===== src/hw/rv_ctrl_pkg.sv =====
package rv_ctrl_pkg;

    typedef enum logic [3:0] {
        ALU_ADD    = 4'd0,
        ALU_SUB    = 4'd1,
        ALU_AND    = 4'd2,
        ALU_OR     = 4'd3,
        ALU_XOR    = 4'd4,
        ALU_SLT    = 4'd5,
        ALU_SLTU   = 4'd6,
        ALU_SLL    = 4'd7,
        ALU_SRL    = 4'd8,
        ALU_SRA    = 4'd9,
        ALU_PASS_B = 4'd10   // lui
    } alu_op_e;

    typedef enum logic [1:0] {
        SEL_A_RS1  = 2'd0,
        SEL_A_PC   = 2'd1,
        SEL_A_ZERO = 2'd2
    } sel_a_e;

    typedef enum logic {
        SEL_B_RS2 = 1'b0,
        SEL_B_IMM = 1'b1
    } sel_b_e;

endpackage


===== src/hw/rv_isa_pkg.sv =====
package rv_isa_pkg;

    localparam int XLEN    = 64;
    localparam int ILEN    = 32;
    localparam int REG_NUM = 32;
    localparam int SHAMT_W = 6;     // rv64 shift amount
    localparam int ALT_BIT = 30;    // sub / sra select in funct7

    typedef logic [XLEN-1:0]            xlen_t;
    typedef logic [ILEN-1:0]            inst_t;
    typedef logic [$clog2(REG_NUM)-1:0] reg_idx_t;
    typedef logic [SHAMT_W-1:0]         shamt_t;
    typedef logic [6:0]                 opcode_t;
    typedef logic [2:0]                 funct3_t;

    localparam opcode_t OPC_OP     = 7'b0110011;
    localparam opcode_t OPC_OP_IMM = 7'b0010011;
    localparam opcode_t OPC_LUI    = 7'b0110111;
    localparam opcode_t OPC_AUIPC  = 7'b0010111;

    localparam funct3_t F3_ADD_SUB = 3'b000;
    localparam funct3_t F3_SLL     = 3'b001;
    localparam funct3_t F3_SLT     = 3'b010;
    localparam funct3_t F3_SLTU    = 3'b011;
    localparam funct3_t F3_XOR     = 3'b100;
    localparam funct3_t F3_SRL_SRA = 3'b101;
    localparam funct3_t F3_OR      = 3'b110;
    localparam funct3_t F3_AND     = 3'b111;

    localparam inst_t NOP_INST = 32'h0000_0013;  // addi x0, x0, 0
endpackage


===== src/hw/id_ex_if.sv =====
interface id_ex_if;
    import rv_isa_pkg::*;
    import rv_ctrl_pkg::*;

    logic     valid;
    alu_op_e  alu_op;
    sel_a_e   sel_a;
    sel_b_e   sel_b;
    logic     write_rd;
    reg_idx_t rs1_addr;
    reg_idx_t rs2_addr;
    reg_idx_t rd_addr;
    xlen_t    rs1_data;
    xlen_t    rs2_data;
    xlen_t    imm;
    xlen_t    pc;
    logic     illegal;    // travels with valid high

    modport dec (output valid, alu_op, sel_a, sel_b, write_rd, rs1_addr, rs2_addr,
                 rd_addr, rs1_data, rs2_data, imm, pc, illegal);
    modport stage_in (input valid, alu_op, sel_a, sel_b, write_rd, rs1_addr, rs2_addr,
                      rd_addr, rs1_data, rs2_data, imm, pc, illegal);
    modport stage_out (output valid, alu_op, sel_a, sel_b, write_rd, rs1_addr, rs2_addr,
                       rd_addr, rs1_data, rs2_data, imm, pc, illegal);
    modport exe (input valid, alu_op, sel_a, sel_b, write_rd, rs1_addr, rs2_addr,
                 rd_addr, rs1_data, rs2_data, imm, pc, illegal);

endinterface


===== src/hw/id_ex_reg.sv =====
module id_ex_reg (
    input  logic      clk,
    input  logic      rst_i,
    input  logic      flush_i,
    input  logic      hold_i,
    id_ex_if.stage_in  d,
    id_ex_if.stage_out q
);
    import rv_ctrl_pkg::*;

    always_ff @(posedge clk) begin
        if (rst_i || flush_i) begin   // flush wins over hold
            q.valid    <= 1'b0;
            q.alu_op   <= ALU_ADD;
            q.sel_a    <= SEL_A_RS1;
            q.sel_b    <= SEL_B_RS2;
            q.write_rd <= 1'b0;
            q.rs1_addr <= '0;
            q.rs2_addr <= '0;
            q.rd_addr  <= '0;
            q.rs1_data <= '0;
            q.rs2_data <= '0;
            q.imm      <= '0;
            q.pc       <= '0;
            q.illegal  <= 1'b0;
        end else if (!hold_i) begin
            q.valid    <= d.valid;
            q.alu_op   <= d.alu_op;
            q.sel_a    <= d.sel_a;
            q.sel_b    <= d.sel_b;
            q.write_rd <= d.write_rd;
            q.rs1_addr <= d.rs1_addr;
            q.rs2_addr <= d.rs2_addr;
            q.rd_addr  <= d.rd_addr;
            q.rs1_data <= d.rs1_data;
            q.rs2_data <= d.rs2_data;
            q.imm      <= d.imm;
            q.pc       <= d.pc;
            q.illegal  <= d.illegal;
        end
    end

endmodule


===== src/flat_wrapper.sv =====
// flat-port wrapper written by rule: the top's interface ports become plain ports
module id_ex_reg_flat import rv_ctrl_pkg::*;
  (clk, rst_i, flush_i, hold_i, d_valid, d_alu_op, d_sel_a, d_sel_b, d_write_rd, d_rs1_addr, d_rs2_addr, d_rd_addr, d_rs1_data, d_rs2_data, d_imm, d_pc, d_illegal, q_valid, q_alu_op, q_sel_a, q_sel_b, q_write_rd, q_rs1_addr, q_rs2_addr, q_rd_addr, q_rs1_data, q_rs2_data, q_imm, q_pc, q_illegal);
  id_ex_if d_i ();
  id_ex_if q_i ();
  input  logic clk;
  input  logic rst_i;
  input  logic flush_i;
  input  logic hold_i;
  input wire logic [$bits(d_i.valid)-1:0] d_valid;
  input wire logic [$bits(d_i.alu_op)-1:0] d_alu_op;
  input wire logic [$bits(d_i.sel_a)-1:0] d_sel_a;
  input wire logic [$bits(d_i.sel_b)-1:0] d_sel_b;
  input wire logic [$bits(d_i.write_rd)-1:0] d_write_rd;
  input wire logic [$bits(d_i.rs1_addr)-1:0] d_rs1_addr;
  input wire logic [$bits(d_i.rs2_addr)-1:0] d_rs2_addr;
  input wire logic [$bits(d_i.rd_addr)-1:0] d_rd_addr;
  input wire logic [$bits(d_i.rs1_data)-1:0] d_rs1_data;
  input wire logic [$bits(d_i.rs2_data)-1:0] d_rs2_data;
  input wire logic [$bits(d_i.imm)-1:0] d_imm;
  input wire logic [$bits(d_i.pc)-1:0] d_pc;
  input wire logic [$bits(d_i.illegal)-1:0] d_illegal;
  output wire logic [$bits(q_i.valid)-1:0] q_valid;
  output wire logic [$bits(q_i.alu_op)-1:0] q_alu_op;
  output wire logic [$bits(q_i.sel_a)-1:0] q_sel_a;
  output wire logic [$bits(q_i.sel_b)-1:0] q_sel_b;
  output wire logic [$bits(q_i.write_rd)-1:0] q_write_rd;
  output wire logic [$bits(q_i.rs1_addr)-1:0] q_rs1_addr;
  output wire logic [$bits(q_i.rs2_addr)-1:0] q_rs2_addr;
  output wire logic [$bits(q_i.rd_addr)-1:0] q_rd_addr;
  output wire logic [$bits(q_i.rs1_data)-1:0] q_rs1_data;
  output wire logic [$bits(q_i.rs2_data)-1:0] q_rs2_data;
  output wire logic [$bits(q_i.imm)-1:0] q_imm;
  output wire logic [$bits(q_i.pc)-1:0] q_pc;
  output wire logic [$bits(q_i.illegal)-1:0] q_illegal;
  assign d_i.valid = d_valid;
  assign d_i.alu_op = d_alu_op;
  assign d_i.sel_a = d_sel_a;
  assign d_i.sel_b = d_sel_b;
  assign d_i.write_rd = d_write_rd;
  assign d_i.rs1_addr = d_rs1_addr;
  assign d_i.rs2_addr = d_rs2_addr;
  assign d_i.rd_addr = d_rd_addr;
  assign d_i.rs1_data = d_rs1_data;
  assign d_i.rs2_data = d_rs2_data;
  assign d_i.imm = d_imm;
  assign d_i.pc = d_pc;
  assign d_i.illegal = d_illegal;
  assign q_valid = q_i.valid;
  assign q_alu_op = q_i.alu_op;
  assign q_sel_a = q_i.sel_a;
  assign q_sel_b = q_i.sel_b;
  assign q_write_rd = q_i.write_rd;
  assign q_rs1_addr = q_i.rs1_addr;
  assign q_rs2_addr = q_i.rs2_addr;
  assign q_rd_addr = q_i.rd_addr;
  assign q_rs1_data = q_i.rs1_data;
  assign q_rs2_data = q_i.rs2_data;
  assign q_imm = q_i.imm;
  assign q_pc = q_i.pc;
  assign q_illegal = q_i.illegal;
  id_ex_reg u_core (.clk(clk), .rst_i(rst_i), .flush_i(flush_i), .hold_i(hold_i), .d(d_i), .q(q_i));
endmodule

===== config.mk =====
export PLATFORM = sky130hd
export DESIGN_NAME = id_ex_reg_flat
export DESIGN_NICKNAME = d
export VERILOG_FILES = /design/src/hw/rv_ctrl_pkg.sv /design/src/hw/rv_isa_pkg.sv /design/src/hw/id_ex_if.sv /design/src/hw/id_ex_reg.sv /design/src/flat_wrapper.sv
export SDC_FILE = /design/constraint.sdc
export NUM_CORES = 1
export LEC_CHECK = 0
export ABC_AREA = 1
export BUFFER_PORTS_ARGS = -buffer_cell sky130_fd_sc_hd__buf_2
export CORE_AREA = 2 2 223 225
export CTS_BUF_LIST = sky130_fd_sc_hd__clkbuf_2 sky130_fd_sc_hd__clkbuf_4 sky130_fd_sc_hd__clkbuf_8
export DETAILED_ROUTE_END_ITERATION = 12
export DIE_AREA = 0 0 225 227
export PLACE_DENSITY = 0.48
export SETUP_SLACK_MARGIN = 0.5
export SYNTH_ARGS = -nofsm -noshare
export SYNTH_HDL_FRONTEND = slang
export SYNTH_SLANG_ARGS = --single-unit

===== constraint.sdc =====
create_clock -name clk -period 1.05 [get_ports clk]
set_input_delay 0.21 -clock clk [delete_from_list [all_inputs] [get_ports clk]]
set_output_delay 0.21 -clock clk [all_outputs]
set_load 0.1 [all_outputs]

==> key figures, run 1 <==
Run status
  • Outcome: finished with violations
  • Failing checks: negative hold slack, negative setup slack

Clocking
  • Root buf cell: clkbuf_8
  • Cts hold-fix bufs: 278
  • TritonCTS Buffers: 54
  • CTS H-tree lvls: 2
  • Sink Count: 281
  • Clk Latency, worst-skew pair: 0.61 ns
  • CTS tree: built
  • Longest Clk Path Bufs: 3
  • CTS clk-pin slew, worst paths: 0.07 ns

Global route
  • Global router's overall resource usage: 0.162
  • Vias in the first global route: 12600
  • Largest net degree at the start of global routing: 56
  • Initial antenna violation count: 2
  • GRT overflow: 0
  • First-pass GRT wire length: 65.7 mm

STA
  • Slew of the pin with the lowest slew margin: 0.259 ns
  • Hold Fails Final Rpt: 3
  • Fin worst setup slack: -0.328 ns
  • Slew Limit Fails: 0
  • Setup violators final: 281
  • RSZ-0062 raised after global routing: true
  • Crit share post-route: 1.31
  • Final min period: 1.38 ns
  • Relative slew slack: 0.827
  • Post-Route Skew: 0 ns
  • Hold Slack: -0.155 ns
  • Fmax: 0.726 GHz

Run
  • Max-cap viol count: 0

Logic synthesis
  • Compound-gate portion of the synthesized area: 0
  • Synth Warn #: 0
  • Distinct cells, synth: 7
  • Seq/Total Area, Yosys: 0.491
  • Number of synthesized register bits: 281
  • Avg Inst Size Synth: 6.43 um^2
  • Post-synthesis adder-cell area fraction: 0
  • Synthesized netlist cell count: 1781
  • Main combinational cell family by area after synthesis: simple AND/OR/NAND/NOR gates
  • Mapped cell area: 11500 um^2
  • Xor and xnor area share after synthesis: 0
  • Syn_nets: 2066
  • Mux contribution to synthesized area: 0
  • Simple-gate share of the synthesized area: 0.369

Floorplan
  • # rows: 81
  • Initial Util: 0.236
  • Die area: 51100 um^2
  • Core area: 48500 um^2
  • Die X: 225 um
  • Chip Height: 227 um
  • IO Count: 566

Layout
  • Most frequent cells in the layout: 555 x nor2_1, 517 x nand2_1, 305 x buf_12, 283 x buf_2, 281 x dfxtp_4
  • Most common cell after layout, fill and taps aside: nor2_1
  • Layout cells sized above 1: 0.478
  • Final Cell Area: 25500 um^2
  • Area Growth Syn to Fin: 122%
  • Fin nets: 3030

Critical path
  • CP max FO: 2
  • CP Launch Type: register
  • Worst reg2reg path depth: 6
  • Critical Path RT: 0.84 ns
  • Worst path top cell family by delay: flip-flops
  • Slowest CP cell: dfxtp_4
  • Crit. path cell count: 1
  • Buf/Inv on CP: 1
  • Critical R2R Launch: u_core.q.valid
  • R2R Setup Slk: 0.19 ns
  • Worst setup path class: reg2out
  • Worst-path cell chain: buf_12
  • WP data arrival: 1.17 ns
  • R2r endpoint: u_core.q.valid
  • Setup crit end kind: output port
  • Max stage delay on crit path: 0.37 ns

Pwr
  • Sw Ratio: 0.339
  • Comb pwr share: 0.296
  • Total power: 30.8 mW
  • Flop pwr share: 0.366
  • Worst VDD drop: 0.941 mV
  • P_int: 20.4 mW
  • Leak pwr: 11.7 nW
  • Psw: 10.5 mW
  • Pwr per Cell Area: 1210 nW/um^2
  • Clock power frac: 0.338

Placed design
  • Post-Place Worst Slack: -0.160 ns
  • Port-buffer cells: 565
  • Post-DP HPWL: 31.3 mm
  • Placer Congestion: 0.775
  • DP Area: 20500 um^2

Min path
  • Hold Path Sink: u_core.q.rs2_data[53]
  • Hold_sp: d_rs2_data[53]
  • Hold depth: 3
  • Worst Hold Class: in2reg

Detailed routing
  • Drt first-iter violations: 420
  • Post-Route WL: 43.7 mm
  • Drt pass-1 iters: 4
  • Detailed-route DRC error count: 0
  • Via count: 13300
  • DR WL/cell: 12.8 um
  • Antenna viol nets, final: 0
  • Via/cell ratio: 3.90
[cells in the mapped netlist, drive strengths merged]
cell type / n / area share
inv: 281 / 0.092
nand2: 562 / 0.18
dfxtp: 281 / 0.49
nor2: 563 / 0.18
buf: 94 / 0.048
[registers in the layout, summed over array words and instances (netlist names), 2 cells and up]
signal / cells
u_core.q.rs1_addr: 5
u_core.q.imm: 64
u_core.q.sel_a: 2
u_core.q.rs1_data: 64
u_core.q.alu_op: 4
u_core.q.pc: 64
u_core.q.rd_addr: 5
u_core.q.rs2_addr: 5
u_core.q.rs2_data: 64
[through the flow]
stage          TNS [ns]  utilization  cells
6_report         -84.89        0.525   3401
5_1_grt         -103.10        0.525   3400
4_1_cts         -105.42        0.509   3344
3_5_place_dp     -17.81        0.422   2928
3_3_place_gp     -14.36        0.422   2928
2_1_floorplan         0            -   1781
[power by group through the flow]
stage | clock network, mW | registers (mW) | logic, mW
2_1_floorplan | 0 | 14.6 | 1.67
3_3_place_gp | 0 | 11.5 | 7.87
3_5_place_dp | 0 | 11.5 | 7.90
4_1_cts | 10.9 | 11.3 | 8.90
5_1_grt | 11.3 | 11.4 | 9.62
6_report | 10.4 | 11.3 | 9.12
[worst max-delay path by stage]
stage / startpoint / to / slack [ns]
finish: u_core.q.rs1_data[42] / q_rs1_data[42] / -0.33
global route: u_core.q.pc[29] / q_pc[29] / -0.39
CTS: u_core.q.pc[29] / q_pc[29] / -0.40
detailed placement: flush_i / u_core.q.rs2_data[27] / -0.16
global placement: flush_i / u_core.q.imm[18] / -0.11
floorplan: hold_i / u_core.q.rs1_data[10] / 0.08
[per-layer routing]
metal,wire length [um],vias up,track usage
met5,8,-,0
met3,3780,86,0.0644
li1,-,6979,-
met1,16500,5805,0.174
met4,1220,2,0.0558
met2,22200,405,0.289
[cell type report]
type | instances | area (um^2)
fillers | 4349 | 23100
multi-input cells | 1125 | 4360
clock inverters | 20 | 136
repair buffers | 1002 | 11600
diodes | 1 | 2.50
inverters | 281 | 1050
clock buffers | 69 | 862
well taps | 622 | 778
flip-flops and latches | 281 | 6680
[what timing repair did]
action                                  4_1_cts  5_1_grt
gates resized for setup                      89      157
pin swaps                                    84      112
hold endpoints to repair                    281        3
buffers inserted                             49       56
endpoints found under the setup margin      562      562
[cells by family after synthesis]
| family | Yosys count |
|---|---|
| simple gates | 1125 |
| flops | 281 |
| buf+inv | 375 |
(Power assumes the default switching activity.)
==> run 2: changes to the inputs <==
GPL_TIMING_DRIVEN = 0   (was not set)
REMOVE_ABC_BUFFERS = 1   (was not set)
==> run 2 against run 1 <==
The run still ends with negative hold slack, negative setup slack left; wire length is 18% higher; sequential power is 4% higher; setup slack better by 0.0033 ns; die area stayed put; hold slack better by 0.036 ns; first-iteration DRC count is 28% higher; global-route usage is 2.4 points higher; combinational power is 2% higher; critical path depth stayed put; core utilization is 1.4 points lower; via count is 3.9% higher; sequential share of layout area is 1.7 points lower; critical path type unchanged; largest cell class unchanged; largest power group is now clock.
==> key figures, run 2 (synthesis results as in run 1) <==
Run status
  • Outcome: finished with violations
  • Failing checks: negative hold slack, negative setup slack

Floorplan
  • Die area: 51100 um^2
  • Chip Height: 227 um
  • # rows: 81
  • Initial Util: 0.236
  • Die X: 225 um
  • IO Count: 566
  • Core area: 48500 um^2

Detailed routing
  • Post-Route WL: 51.6 mm
  • Antenna viol nets, final: 0
  • Drt pass-1 iters: 6
  • Via/cell ratio: 4.13
  • Detailed-route DRC error count: 0
  • Via count: 13800
  • DR WL/cell: 15.5 um
  • Drt first-iter violations: 537

Critical path
  • Buf/Inv on CP: 1
  • WP data arrival: 1.17 ns
  • CP Launch Type: register
  • Slowest CP cell: dfxtp_2
  • Critical R2R Launch: u_core.q.rs1_data[52]
  • Worst reg2reg path depth: 5
  • R2R Setup Slk: 0.22 ns
  • Worst setup path class: reg2out
  • Critical Path RT: 0.84 ns
  • CP max FO: 2
  • Max stage delay on crit path: 0.37 ns
  • R2r endpoint: u_core.q.rs1_data[52]
  • Worst path top cell family by delay: flip-flops
  • Setup crit end kind: output port
  • Worst-path cell chain: buf_12

STA
  • Relative slew slack: 0.550
  • Hold Slack: -0.119 ns
  • Slew Limit Fails: 0
  • Fin worst setup slack: -0.325 ns
  • RSZ-0062 raised after global routing: true
  • Final min period: 1.38 ns
  • Fmax: 0.727 GHz
  • Hold Fails Final Rpt: 11
  • Slew of the pin with the lowest slew margin: 0.674 ns
  • Post-Route Skew: 0 ns
  • Setup violators final: 281
  • Crit share post-route: 1.31
  • Total negative slack: -82.70 ns

Clocking
  • Longest Clk Path Bufs: 3
  • Clk Latency, worst-skew pair: 0.59 ns
  • CTS H-tree lvls: 2
  • TritonCTS Buffers: 53
  • Sink Count: 281
  • CTS clk-pin slew, worst paths: 0.07 ns
  • CTS tree: built
  • Root buf cell: clkbuf_8
  • Cts hold-fix bufs: 279

Layout
  • Area of the multi-input gates: 4410 um^2
  • Flip-flop and latch area: 6080 um^2
  • Non-Filler Instances: 3337
  • Most common cell after layout, fill and taps aside: nor2_1
  • Fill count: 4156
  • Most frequent cells in the layout: 550 x nor2_1, 506 x nand2_1, 286 x buf_12, 281 x buf_2, 279 x dlygate4sd3_1
  • Fin nets: 2960
  • Area Growth Syn to Fin: 117%
  • Layout cells sized above 1: 0.431
  • Finished Core Util: 0.511

Global route
  • Global router's overall resource usage: 0.186
  • First-pass GRT wire length: 74.5 mm
  • Initial antenna violation count: 3
  • Largest net degree at the start of global routing: 74
  • Vias in the first global route: 13900
  • GRT overflow: 0

Min path
  • Hold Path Sink: u_core.q.imm[53]
  • Hold depth: 3
  • Hold_sp: d_imm[53]
  • Worst Hold Class: in2reg

Placed design
  • Port-buffer cells: 565
  • Placer Congestion: 0.760
  • Placed Cells: 2885
  • Post-DP HPWL: 26.6 mm

Pwr
  • Leak pwr: 11.5 nW
  • Worst VDD drop: 1.15 mV
  • Pwr per Cell Area: 1320 nW/um^2

Run
  • Max-cap viol count: 0
-- run 2: cell types whose count changed in the layout (fill, tap and decap cells not counted), sizes merged --
cell / change
bufinv: +1
bufbuf: +9
dlygate4sd3: +1
clkbuf: +21
nor2: +1
clkinv: -14
buf: -84
clkinvlp: +1
-- run 2: metrics by stage --
stage	power, mW	setup WS (ns)	cell area [um^2]
after floorplan	16.3	-7.96	10900
after global placement	17.8	-14.95	14500
after detailed placement	17.8	-1.23	14800
after CTS	33.0	-0.420	24000
after global routing	34.2	-0.405	24800
final	32.8	-0.325	24800
-- run 2: repair_timing --
item / in CTS / in global routing
gates resized for setup: 1431 / 210
endpoints found under the hold margin: 281 / 18
gates cloned: 17 / 4
setup endpoints to repair: 562 / 562
buffers inserted: 16 / 41
pin swaps: 2 / 90
-- run 2: how the worst max path moves through the flow --
stage                                      from                    end  slack (ns)  depth (start not counted)
final                     u_core.q.rs1_data[63]         q_rs1_data[63]       -0.33                          1
after global routing           u_core.q.imm[24]              q_imm[24]       -0.40                          1
after CTS                       u_core.q.imm[6]               q_imm[6]       -0.42                          1
after detailed placement                 hold_i  u_core.q.rs2_data[23]       -1.23                          5
after global placement                    rst_i       u_core.q.imm[47]      -14.95                          4
after floorplan                           rst_i     u_core.q.alu_op[0]       -7.96                          3
-- run 2: layout make-up --
type                    count  area share
repair buffers            932       0.456
flip-flops and latches    281       0.245
multi-input cells        1126       0.178
inverters                 281      0.0428
clock buffers              86      0.0422
well taps                 622      0.0314
clock inverters             8     0.00484
diodes                      1    0.000101
-- run 2: report_power, final --
part / switching (mW) / internal [mW] / leakage, nW
logic: 5.47 / 3.83 / 8.50
clock network: 4.85 / 6.99 / 0.616
registers: 0.522 / 11.2 / 2.43
total: 10.8 / 22.0 / 11.5
-- run 2: per-layer routing --
layer / vias to the layer above / GRT usage / wire (um) / share of wire
met3: 161 / 0.0604 / 3960 / 0.077
met1: 6279 / 0.196 / 18800 / 0.37
met2: 517 / 0.329 / 25900 / 0.50
met4: 4 / 0.101 / 2880 / 0.056
li1: 6833 / - / - / -
met5: - / 0 / 31 / 0.00060
==> run 3: changes to the inputs <==
GPL_TIMING_DRIVEN = 1   (was 0)
MAX_ROUTING_LAYER = met4   (was not set)
==> run 3 against run 2 <==
The run still ends with negative hold slack, negative setup slack left; final cell count rose by 1.1%; clock-buffer cell count rose by 3; register-to-register slack got worse by 0.06 ns; clock power barely moved; sequential power barely moved; fmax fell by 0.54%; critical path type unchanged; global-route usage fell by 1.9 points.
==> key figures, run 3 (synthesis results as in run 1) <==
Run status
  • Outcome: finished with violations
  • Failing checks: negative hold slack, negative setup slack

Global route
  • Vias in the first global route: 13300
  • Largest net degree at the start of global routing: 82
  • GRT overflow: 0
  • Global router's overall resource usage: 0.167
  • First-pass GRT wire length: 66.1 mm
  • Initial antenna violation count: 2

Placed design
  • Port-buffer cells: 565
  • Placed Cells: 2930
  • Placer Congestion: 0.800
  • DP Area: 19400 um^2
  • Post-DP HPWL: 30.8 mm

Pwr
  • P_int: 21.6 mW
  • Leak pwr: 11.5 nW
  • Comb pwr share: 0.277
  • Flop pwr share: 0.363
  • Clock power frac: 0.359
  • Sw Ratio: 0.330
  • Pwr per Cell Area: 1310 nW/um^2
  • Psw: 10.6 mW
  • Worst VDD drop: 0.957 mV

Floorplan
  • Core area: 48500 um^2
  • Die area: 51100 um^2
  • Chip Height: 227 um
  • IO Count: 566
  • Initial Util: 0.236
  • # rows: 81
  • Die X: 225 um

Clocking
  • CTS tree: built
  • CTS clk-pin slew, worst paths: 0.06 ns
  • Root buf cell: clkbuf_8
  • Sink Count: 281
  • TritonCTS Buffers: 54
  • Longest Clk Path Bufs: 3
  • Cts hold-fix bufs: 278
  • CTS H-tree lvls: 2
  • Clk Latency, worst-skew pair: 0.62 ns

Critical path
  • R2R Setup Slk: 0.16 ns
  • CP Launch Type: register
  • Critical R2R Launch: u_core.q.pc[51]
  • Worst-path cell chain: buf_12
  • Worst setup path class: reg2out
  • Slowest CP cell: dfxtp_4
  • Setup crit end kind: output port
  • Critical Path RT: 0.84 ns
  • CP max FO: 2
  • R2r endpoint: u_core.q.pc[51]
  • WP data arrival: 1.17 ns
  • Buf/Inv on CP: 1
  • Worst path top cell family by delay: flip-flops
  • Worst reg2reg path depth: 6
  • Max stage delay on crit path: 0.37 ns
  • Crit. path cell count: 1

Layout
  • Layout cells sized above 1: 0.429
  • Most frequent cells in the layout: 558 x nor2_1, 527 x nand2_1, 298 x buf_12, 283 x buf_2, 278 x dlygate4sd3_1
  • Fill count: 4368
  • Most common cell after layout, fill and taps aside: nor2_1
  • Flip-flop and latch area: 6090 um^2
  • Fin nets: 2993
  • Area of the multi-input gates: 4330 um^2
  • Final Cell Area: 24500 um^2
  • Non-Filler Instances: 3375
  • Area Growth Syn to Fin: 114%

STA
  • Relative slew slack: 0.727
  • Slew of the pin with the lowest slew margin: 0.410 ns
  • Crit share post-route: 1.32
  • Hold Fails Final Rpt: 3
  • RSZ-0062 raised after global routing: true
  • Setup violators final: 281
  • Fmax: 0.723 GHz
  • Slew Limit Fails: 0
  • Post-Route Skew: 0 ns
  • Hold Slack: -0.157 ns
  • Fin worst setup slack: -0.332 ns
  • Final min period: 1.38 ns

Detailed routing
  • Via/cell ratio: 3.91
  • Antenna viol nets, final: 0
  • Post-Route WL: 43.9 mm
  • Drt pass-1 iters: 5
  • Drt first-iter violations: 453
  • DR WL/cell: 13.0 um
  • Via count: 13200
  • Detailed-route DRC error count: 0

Min path
  • Hold depth: 3
  • Worst Hold Class: in2reg
  • Hold_sp: d_rs1_data[21]
  • Hold Path Sink: u_core.q.rs1_data[21]

Run
  • Max-cap viol count: 0
==> run 3: area by class of cell <==
type	instances	area share
Clock buffer	89	0.0441
Clock inverter	10	0.00316
Sequential cell	281	0.248
Antenna cell	2	0.000204
Timing Repair Buffer	965	0.453
Inverter	281	0.0432
Tap cell	622	0.0317
Multi-Input combinational cell	1125	0.177
==> run 3: worst max path at each step <==
| stage | end | slack, ns | startpoint |
|---|---|---|---|
| 3_3_place_gp | u_core.q.rs2_data[38] | -0.10 | flush_i |
| 5_1_grt | q_rs2_data[61] | -0.40 | u_core.q.rs2_data[61] |
| 6_report | q_pc[32] | -0.33 | u_core.q.pc[32] |
| 2_1_floorplan | u_core.q.alu_op[0] | -7.96 | rst_i |
| 4_1_cts | q_pc[32] | -0.42 | u_core.q.pc[32] |
| 3_5_place_dp | u_core.q.imm[60] | -0.13 | flush_i |
==> run 3: through the flow <==
stage          total power [mW]  setup WS, ns  setup TNS (ns)  utilization
2_1_floorplan              16.3         -7.96        -2259.26            -
3_3_place_gp               19.6        -0.105          -16.09        0.399
3_5_place_dp               19.7        -0.128          -19.96        0.399
4_1_cts                    32.5        -0.419         -104.47        0.492
5_1_grt                    33.6        -0.400         -103.66        0.505
6_report                   32.2        -0.332          -85.60        0.505
==> run 3: what timing repair did <==
action | CTS | global route
buffers inserted | 20 | 46
gates resized for setup | 323 | 153
endpoints found under the setup margin | 562 | 562
endpoints found under the hold margin | 281 | 3
pin swaps | 5 | 65
==> run 3: metal layers <==
metal,global-route usage,part of all wire
met5,-,0
met4,0.0675,0.037
met3,0.0590,0.080
met2,0.292,0.50
met1,0.169,0.38
==> run 3: power groups by stage <==
stage | logic [mW] | clock network (mW) | registers (mW)
finish | 8.93 | 11.6 | 11.7
global route | 9.43 | 12.5 | 11.7
CTS | 8.76 | 12.0 | 11.7
detailed placement | 7.81 | 0 | 11.9
global placement | 7.76 | 0 | 11.8
floorplan | 1.35 | 0 | 14.9
